===== config.mk =====
export PLATFORM = sky130hd
export DESIGN_NAME = mdio_sta
export DESIGN_NICKNAME = d
export VERILOG_FILES = /design/src/rtl/mdio_pkg.sv /design/src/rtl/mdio_sta.sv /design/src/rtl/mdio_read_result.sv /design/src/rtl/mdio_frame_engine.sv /design/src/rtl/mdio_frame_decode.sv
export SDC_FILE = /design/constraint.sdc
export NUM_CORES = 1
export LEC_CHECK = 0
export BUFFER_PORTS_ARGS = -buffer_cell sky130_fd_sc_hd__buf_4
export CORE_AREA = 3 3 120 122
export CTS_CLUSTER_DIAMETER = 80
export DETAILED_ROUTE_END_ITERATION = 10
export DIE_AREA = 0 0 123 125
export HOLD_SLACK_MARGIN = 0.12
export PLACE_DENSITY_LB_ADDON = 0.1
export SLEW_MARGIN = 20
export SYNTH_ARGS = -nofsm -noshare
export SYNTH_HDL_FRONTEND = slang
export SYNTH_HIERARCHICAL = 1
export SYNTH_SLANG_ARGS = --single-unit

===== constraint.sdc =====
create_clock -name core_clk -period 3 [get_ports core_clk]
set_clock_uncertainty 0.2 [all_clocks]
set_input_delay 0.6 -clock core_clk [delete_from_list [all_inputs] [get_ports core_clk]]
set_output_delay 0.6 -clock core_clk [all_outputs]
set_load 0.02 [all_outputs]

===== src/rtl/mdio_pkg.sv =====
`default_nettype none

package mdio_pkg;

	////////////////////
	// Clause-22 frame fields

	// Start of frame
	localparam logic [1:0] ST_CODE = 2'b01;

	// Opcodes
	localparam logic [1:0] OP_WRITE = 2'b01;
	localparam logic [1:0] OP_READ = 2'b10;

	// Turnaround driven by the station on writes
	localparam logic [1:0] TA_WRITE = 2'b10;

	////////////////////
	// Field widths

	// PHY and register address
	localparam int ADDR_W = 5;
	// Register data
	localparam int DATA_W = 16;
	// ST + OP + PHYAD + REGAD + TA + DATA
	localparam int FRAME_W = 32;

	////////////////////
	// Frame engine states

	// IDLE     bus quiet, mdc parked low
	// PREAMBLE leading ones
	// SHIFT    frame bits, MSB first
	// DONE     one cycle, seen by the result stage
	typedef enum logic [1:0] {
		IDLE,
		PREAMBLE,
		SHIFT,
		DONE
	} engine_state_t;

endpackage

`default_nettype wire

===== src/rtl/mdio_sta.sv =====
`timescale 1ns/1ps
`default_nettype none

module mdio_sta #(
	// core_clk cycles per MDC half period
	parameter int CLK_DIV = 4,
	// Leading ones before the start code
	parameter int PREAMBLE_BITS = 32
) (
	input wire core_clk,
	input wire rst_n,

	// Host request
	input wire cmd_req,
	input wire cmd_write,
	input wire [mdio_pkg::ADDR_W-1:0] cmd_phy_addr,
	input wire [mdio_pkg::ADDR_W-1:0] cmd_reg_addr,
	input wire [mdio_pkg::DATA_W-1:0] cmd_wdata,

	// Host response
	output logic cmd_ack,
	output logic [mdio_pkg::DATA_W-1:0] rsp_rdata,
	output logic rsp_error,

	// Management bus with the inout split for the board top
	output logic mdc,
	output logic mdio_out,
	output logic mdio_oe,
	input wire mdio_in
);

	////////////////////
	// Stage links

	logic [mdio_pkg::FRAME_W-1:0] frame_word;
	logic frame_is_read;
	logic frame_start;
	logic rd_bit;
	logic rd_bit_valid;
	mdio_pkg::engine_state_t engine_state;
	logic xfer_done;

	// Request to frame word
	mdio_frame_decode u_decode (
		.core_clk      (core_clk),
		.rst_n         (rst_n),
		.cmd_req       (cmd_req),
		.cmd_write     (cmd_write),
		.cmd_phy_addr  (cmd_phy_addr),
		.cmd_reg_addr  (cmd_reg_addr),
		.cmd_wdata     (cmd_wdata),
		.xfer_done     (xfer_done),
		.frame_word    (frame_word),
		.frame_is_read (frame_is_read),
		.frame_start   (frame_start)
	);

	// Bus timing
	mdio_frame_engine #(
		.CLK_DIV       (CLK_DIV),
		.PREAMBLE_BITS (PREAMBLE_BITS)
	) u_engine (
		.core_clk      (core_clk),
		.rst_n         (rst_n),
		.frame_word    (frame_word),
		.frame_is_read (frame_is_read),
		.frame_start   (frame_start),
		.mdio_in       (mdio_in),
		.mdc           (mdc),
		.mdio_out      (mdio_out),
		.mdio_oe       (mdio_oe),
		.rd_bit        (rd_bit),
		.rd_bit_valid  (rd_bit_valid),
		.engine_state  (engine_state)
	);

	// Response and handshake
	mdio_read_result u_result (
		.core_clk     (core_clk),
		.rst_n        (rst_n),
		.cmd_req      (cmd_req),
		.rd_bit       (rd_bit),
		.rd_bit_valid (rd_bit_valid),
		.engine_state (engine_state),
		.cmd_ack      (cmd_ack),
		.rsp_rdata    (rsp_rdata),
		.rsp_error    (rsp_error),
		.xfer_done    (xfer_done)
	);

endmodule

`default_nettype wire


===== src/rtl/mdio_read_result.sv =====
`timescale 1ns/1ps
`default_nettype none

module mdio_read_result (
	input wire core_clk,
	input wire rst_n,

	// Host side
	input wire cmd_req,

	// From the frame engine
	input wire rd_bit,
	input wire rd_bit_valid,
	input wire mdio_pkg::engine_state_t engine_state,

	// Response
	output logic cmd_ack,
	output logic [mdio_pkg::DATA_W-1:0] rsp_rdata,
	output logic rsp_error,

	// Rearms decode
	output logic xfer_done
);

	// TA bit in the MSB with data below it
	logic [mdio_pkg::DATA_W:0] rd_shift;
	// Read bits seen during this frame
	logic rd_seen;
	logic frame_done;

	assign frame_done = (engine_state == mdio_pkg::DONE);

	////////////////////
	// Handshake and error

	always_ff @(posedge core_clk) begin
		if (!rst_n) begin
			cmd_ack <= 1'b0;
			rsp_error <= 1'b0;
			xfer_done <= 1'b0;
			rd_seen <= 1'b0;
		end else begin
			xfer_done <= 1'b0;
			if (rd_bit_valid)
				rd_seen <= 1'b1;

			if (frame_done) begin
				cmd_ack <= 1'b1;
				rd_seen <= 1'b0;
				// Pulled-up TA means no PHY drove the line
				rsp_error <= rd_seen && rd_shift[mdio_pkg::DATA_W];
			end else if (cmd_ack && !cmd_req) begin
				// Host has dropped req
				cmd_ack <= 1'b0;
				xfer_done <= 1'b1;
			end
		end
	end

	////////////////////
	// Read data

	always_ff @(posedge core_clk) begin
		if (rd_bit_valid)
			rd_shift <= {rd_shift[mdio_pkg::DATA_W-1:0], rd_bit};

		// Held until the next frame completes
		if (frame_done) begin
			if (!rd_seen)
				rsp_rdata <= '0;
			else if (rd_shift[mdio_pkg::DATA_W])
				rsp_rdata <= '1;
			else
				rsp_rdata <= rd_shift[mdio_pkg::DATA_W-1:0];
		end
	end

endmodule

`default_nettype wire


===== src/rtl/mdio_frame_engine.sv =====
`timescale 1ns/1ps
`default_nettype none

module mdio_frame_engine #(
	parameter int CLK_DIV = 4,
	parameter int PREAMBLE_BITS = 32
) (
	input wire core_clk,
	input wire rst_n,

	// Frame from decode
	input wire [mdio_pkg::FRAME_W-1:0] frame_word,
	input wire frame_is_read,
	input wire frame_start,

	// Management bus
	input wire mdio_in,
	output logic mdc,
	output logic mdio_out,
	output logic mdio_oe,

	// Sampled read bits and state for the result stage
	output logic rd_bit,
	output logic rd_bit_valid,
	output mdio_pkg::engine_state_t engine_state
);

	localparam int TOTAL_BITS = PREAMBLE_BITS + mdio_pkg::FRAME_W;
	localparam int CNT_W = $clog2(TOTAL_BITS + 1);
	localparam int DIV_W = $clog2(CLK_DIV);
	// First turnaround bit follows ST, OP and both addresses
	localparam int TA_IDX = PREAMBLE_BITS + 4 + 2 * mdio_pkg::ADDR_W;

	logic [DIV_W-1:0] div_cnt;
	// Index of the bit on the bus counting the preamble
	logic [CNT_W-1:0] bit_cnt;
	logic [mdio_pkg::FRAME_W-1:0] shreg;
	// One cycle after an MDC falling edge
	logic fall_d;
	logic active;
	logic half_end;
	logic rise_tick;
	logic fall_tick;
	logic last_bit;

	////////////////////
	// MDC edge detect

	assign active = (engine_state == mdio_pkg::PREAMBLE) || (engine_state == mdio_pkg::SHIFT);
	assign half_end = active && (div_cnt == DIV_W'(CLK_DIV - 1));
	// Edge ticks line up with the cycle mdc toggles
	assign rise_tick = half_end && !mdc;
	assign fall_tick = half_end && mdc;
	assign last_bit = (bit_cnt == CNT_W'(TOTAL_BITS - 1));

	////////////////////
	// Control FSM

	always_ff @(posedge core_clk) begin
		if (!rst_n) begin
			engine_state <= mdio_pkg::IDLE;
			mdc <= 1'b0;
			mdio_out <= 1'b1;
			mdio_oe <= 1'b0;
			div_cnt <= '0;
			bit_cnt <= '0;
			fall_d <= 1'b0;
			rd_bit_valid <= 1'b0;
		end else begin
			// No bit change after the last falling edge
			fall_d <= fall_tick && !last_bit;
			// Read bits from the second turnaround bit on
			rd_bit_valid <= rise_tick && frame_is_read && (bit_cnt >= CNT_W'(TA_IDX + 1));

			case (engine_state)
				mdio_pkg::IDLE: begin
					if (frame_start) begin
						engine_state <= (PREAMBLE_BITS == 0) ? mdio_pkg::SHIFT
							: mdio_pkg::PREAMBLE;
						mdc <= 1'b0;
						div_cnt <= '0;
						bit_cnt <= '0;
						mdio_oe <= 1'b1;
						// First bit on the line right away
						mdio_out <= (PREAMBLE_BITS == 0) ? frame_word[mdio_pkg::FRAME_W-1]
							: 1'b1;
					end
				end

				mdio_pkg::PREAMBLE, mdio_pkg::SHIFT: begin
					// Half period divider
					if (half_end) begin
						div_cnt <= '0;
						mdc <= ~mdc;
					end else begin
						div_cnt <= div_cnt + 1'b1;
					end

					// Bit boundary on the falling edge
					if (fall_tick) begin
						bit_cnt <= bit_cnt + 1'b1;
						if (last_bit) begin
							engine_state <= mdio_pkg::DONE;
							mdio_oe <= 1'b0;
						end
					end

					// Drive the next bit a cycle later
					if (fall_d) begin
						if (bit_cnt == CNT_W'(PREAMBLE_BITS))
							engine_state <= mdio_pkg::SHIFT;
						mdio_out <= (bit_cnt < CNT_W'(PREAMBLE_BITS)) ? 1'b1
							: shreg[mdio_pkg::FRAME_W-1];
						// Hand the line to the PHY for TA and data
						if (frame_is_read && bit_cnt == CNT_W'(TA_IDX))
							mdio_oe <= 1'b0;
					end
				end

				// DONE lasts a single cycle
				default: begin
					engine_state <= mdio_pkg::IDLE;
				end
			endcase
		end
	end

	////////////////////
	// Frame shifter and sampler

	always_ff @(posedge core_clk) begin
		if (engine_state == mdio_pkg::IDLE && frame_start) begin
			// Without a preamble the MSB is already on the bus
			shreg <= (PREAMBLE_BITS == 0) ? (frame_word << 1) : frame_word;
		end else if (fall_d && bit_cnt >= CNT_W'(PREAMBLE_BITS)) begin
			shreg <= shreg << 1;
		end

		// PHY data is stable across the rising edge
		if (rise_tick)
			rd_bit <= mdio_in;
	end

endmodule

`default_nettype wire


===== src/rtl/mdio_frame_decode.sv =====
`timescale 1ns/1ps
`default_nettype none

module mdio_frame_decode (
	input wire core_clk,
	input wire rst_n,

	// Host request
	input wire cmd_req,
	input wire cmd_write,
	input wire [mdio_pkg::ADDR_W-1:0] cmd_phy_addr,
	input wire [mdio_pkg::ADDR_W-1:0] cmd_reg_addr,
	input wire [mdio_pkg::DATA_W-1:0] cmd_wdata,

	// Handshake closed by the result stage
	input wire xfer_done,

	// To the frame engine
	output logic [mdio_pkg::FRAME_W-1:0] frame_word,
	output logic frame_is_read,
	output logic frame_start
);

	// Set from acceptance until the handshake has closed
	logic busy;
	logic accept;
	logic [1:0] op_code;
	logic [mdio_pkg::DATA_W-1:0] data_field;

	////////////////////
	// Request acceptance

	// New request only while idle
	// xfer_done wins so a still-high req is not served twice
	assign accept = cmd_req && !busy && !xfer_done;

	always_ff @(posedge core_clk) begin
		if (!rst_n) begin
			busy <= 1'b0;
			frame_start <= 1'b0;
		end else begin
			// Single-cycle start strobe
			frame_start <= 1'b0;
			if (xfer_done) begin
				busy <= 1'b0;
			end else if (accept) begin
				busy <= 1'b1;
				frame_start <= 1'b1;
			end
		end
	end

	////////////////////
	// Frame word

	assign op_code = cmd_write ? mdio_pkg::OP_WRITE : mdio_pkg::OP_READ;
	// Read frames carry zeros in place of the PHY's data bits
	assign data_field = cmd_write ? cmd_wdata : '0;

	// Latched once per access and held until the next acceptance
	always_ff @(posedge core_clk) begin
		if (accept) begin
			frame_is_read <= !cmd_write;
			frame_word <= {mdio_pkg::ST_CODE, op_code, cmd_phy_addr, cmd_reg_addr,
				mdio_pkg::TA_WRITE, data_field};
		end
	end

endmodule

`default_nettype wire


==> summary.txt <==
Place
  – Quantity of I/O buffers inserted on ports: 51
  – DP Worst Slack: slightly above 0.7 ns
  – RePlAce Congestion: 0.7382
  – Post-DP HPWL: between 4 and 5 mm

Critical path
  – Top fanout value on the critical path: 12
  – Cell family with most CP delay: compound AO/OA/AOI/OAI gates
  – Largest incremental delay on the critical path: roughly 0.56 ns
  – Required time reported for the critical path endpoint: slightly above 3 ns
  – Signal arrival time at the worst endpoint: roughly 2.3 ns
  – Crit path launch type: flip-flop
  – Critical path endpoint category: flip-flop
  – Setup CP Type: flip-flop to flip-flop
  – Critical path, cell by cell: inv_1 -> ha_1 -> a21boi_1 -> nor4b_1 -> xnor2_1 -> nor2_1
  – Critical path's slowest cell: a21boi_1
  – Worst path bufs/invs: 1

Hold path
  – Tightest Hold Check Type: primary input to flip-flop

STA
  – Slew at the pin with the worst max-slew slack: 0.8012 ns
  – Tcrit/Tclk final: 0.7594
  – Max-slew violation count: 0
  – Hold Fails Final Rpt: 0
  – Crit path time final: 2.278 ns
  – Unrepaired setup endpoints after global routing: false
  – Final worst setup slack: around 0.72 ns
  – Max_slew headroom: 0.4651
  – Final-report setup violation count: 0
  – Fmax achieved: ~440 MHz
  – Sum of negative setup slack: 0 ns

Synth
  – Count of synthesis-stage warnings from yosys: 6
  – Synth cell types: 46
  – Register bit total from synthesis: roughly 120
  – Number of standard cells after synthesis: 300
  – Share of flip-flops with an asynchronous set or reset after synthesis: 0
  – Portion of the post-synthesis area used by sequential elements: 0.7049
  – Number of enable flip-flop cells after synthesis: between 90 and 100
  – Total standard cell area after synthesis: approximately 4600 um^2
  – Syn Area/Cell: between 15 and 20 um^2
  – Top FF cell, synth: edfxtp_1

Power
  – Switching share of total power: 0.1956
  – Pleak: approximately 0.002 uW
  – Clk network pwr share: 0.491
  – Power per cell area: between 600 and 700 nW/um^2
  – Power share of the combinational group: 0.042
  – Worst voltage drop across the vdd grid: between 0.0003 and 0.0004 V
  – Switching component of the power: about 760 uW
  – Pint: about 3100 uW
  – Sequential group share of total power: 0.467

Global routing
  – Via count of the first global-routing pass: around 2600
  – Global-route wire length before repair: about 13 mm
  – Pin count of the biggest net entering global routing: 33
  – GRT Total Usage: 0.1126
  – Aggregate global routing overflow: 0
  – Antenna violations before repair: 0

Cells and area
  – Most common library cell in the layout ignoring fill and taps: edfxtp_1
  – Fill cell total of the finished layout: 1218
  – Most frequent cells in the layout: edfxtp_1 (94), buf_4 (54), mux2_2 (31)
  – Antenna fix cells: 0
  – Share of post-route cells with drive strength above 1: 0.3485
  – Number of nets in the final layout: approximately 400
  – Area delta synth->final: 23.92%
  – Finished Core Util: 0.4315

Routing
  – Final Routed Wirelength: between 7 and 8 mm
  – DR pass1 iterations: 4
  – Antenna Violating Nets Remaining: 0
  – Via count: 2460
  – Initial DRC count: around 220
  – DR vias/cell: ~4.5
  – Drc violations: 0
  – Routed length per instance: between 10 and 15 um

Clock tree
  – # Post-CTS Setup Buffers: 0
  – Clock transition at path regs: around 0.050 ns
  – Clock tree root driver cell: clkbuf_16
  – Number of buffers on the longest clock path: 2
  – Number of clock sinks: around 120
  – H-tree depth reported by CTS: 4
  – CTS Hold Bufs: 0
  – CTS tree: yes
  – Post-cts sizing count: 0
  – Clock buffers created by TritonCTS: 17
  – Insertion delay of the later-clocked pin in the worst-skew pair: between 0.4 and 0.5 ns

Floorplan
  – # IOs: 52
  – Site row count: 42
  – Starting density of the core: 0.3482
  – Vertical die dimension: 125 um
  – Die W: around 120 um
  – Area inside the core boundary: 13300 um^2
  – DIE AREA: around 15000 um^2

Run status
  – Run status: finished clean

Run
  – Count of maximum capacitance violations: 0
==> sequential cells by signal, indices dropped and copies added (netlist names), 2 cells and up <==
signal / cells
u_result/rd_shift: 17
u_engine/bit_cnt: 7
u_engine/div_cnt: 2
u_result/rsp_rdata: 16
u_engine/engine_state: 2
u_decode/frame_word: 27
u_engine/shreg: 32
==> power groups by stage <==
stage	Combinational [uW]	Sequential, uW	Clock, uW
2_1_floorplan	101	1840	0
3_3_place_gp	163	1840	0
3_5_place_dp	167	1840	0
4_1_cts	167	1810	1940
5_1_grt	181	1810	2020
6_report	162	1810	1900
==> metal layers <==
metal,GRT usage,up-vias,routed length [um],part of all wire
li1,-,1227,-,-
met1,0.1473,1173,3747,0.48
met2,0.1608,47,3623,0.46
met3,0.04833,13,395,0.050
met4,0.05277,0,121,0.015
met5,0,-,0,0
==> layout make-up <==
cell class              instances  area [um^2]  area share
well taps                     176        220.2     0.03839
clock inverters                 3        15.01    0.002617
flip-flops and latches        116         3263      0.5688
clock buffers                  29        553.0     0.09640
multi-input cells             161         1226      0.2137
inverters                       9        33.78    0.005889
repair buffers                 55        425.4     0.07415
==> worst reg2reg max path, delay by kind of cell, from the launching register on <==
kind                       cells  cell delay [ns]
AOI/OAI and AO/OA              1             0.56
adders and majority gates      1             0.49
DFF                            1             0.44
and+or+nand+nor                2             0.20
xor gates and xnor gates       1             0.17
buffers and inverters          1             0.08
==> stage by stage <==
stage          total power [uW]  hold slack (ns)  cell area (um^2)  cells
2_1_floorplan              1939           0.2003              4637    302
3_3_place_gp               2005           0.2323              5169    517
3_5_place_dp               2008           0.2383              5169    517
4_1_cts                    3921           0.1447              5737    549
5_1_grt                    4019           0.1411              5737    549
6_report                   3871           0.1625              5737    549
==> synthesized netlist by cell type (all sizes together), types with 2 or more instances <==
cell	count	share of area
edfxtp	94	0.61
mux2	31	0.075
dfxtp	22	0.095
and2	17	0.026
o21a	16	0.026
buf	13	0.024
nand2	13	0.011
nor2	13	0.011
inv	9	0.0073
a21oi	8	0.0086
ha	6	0.016
nand3	6	0.0076
o21ai	5	0.0054
xnor2	5	0.0095
a21boi	3	0.0049
clkbuf	3	0.0024
nand2b	3	0.0041
nor3	3	0.0032
nor3b	3	0.0059
nor4b	3	0.0057
and3	2	0.0027
conb	2	0.0016
nand4	2	0.0027
nor2b	2	0.0027
nor4	2	0.0027
==> final timing paths <==
path	slack [ns]	from	depth (start not counted)	end
setup / recovery	0.72	u_engine/engine_state[1]	6	u_engine/bit_cnt[3]
hold / removal	0.16	cmd_phy_addr[3]	1	u_decode/frame_word[26]
setup reg to reg	0.72	u_engine/engine_state[1]	6	u_engine/bit_cnt[3]
hold reg to reg	0.25	u_result/rd_shift[10]	0	u_result/rd_shift[11]
==> kinds of logic (layout without fill, tap and decap cells) <==
family,count (synthesis),count (layout),share of synthesized area
adder cells (fa/ha/maj),6,6,0.01622
flip-flops,116,116,0.7049
AND/OR/NAND/NOR,73,73,0.09378
buffers and inverters,25,96,0.03324
other,2,4,0.001622
AO/OA/AOI/OAI,41,41,0.06325
XOR/XNOR,5,5,0.009459
multiplexers,32,32,0.07757
Power figures use the tool's default switching activity.
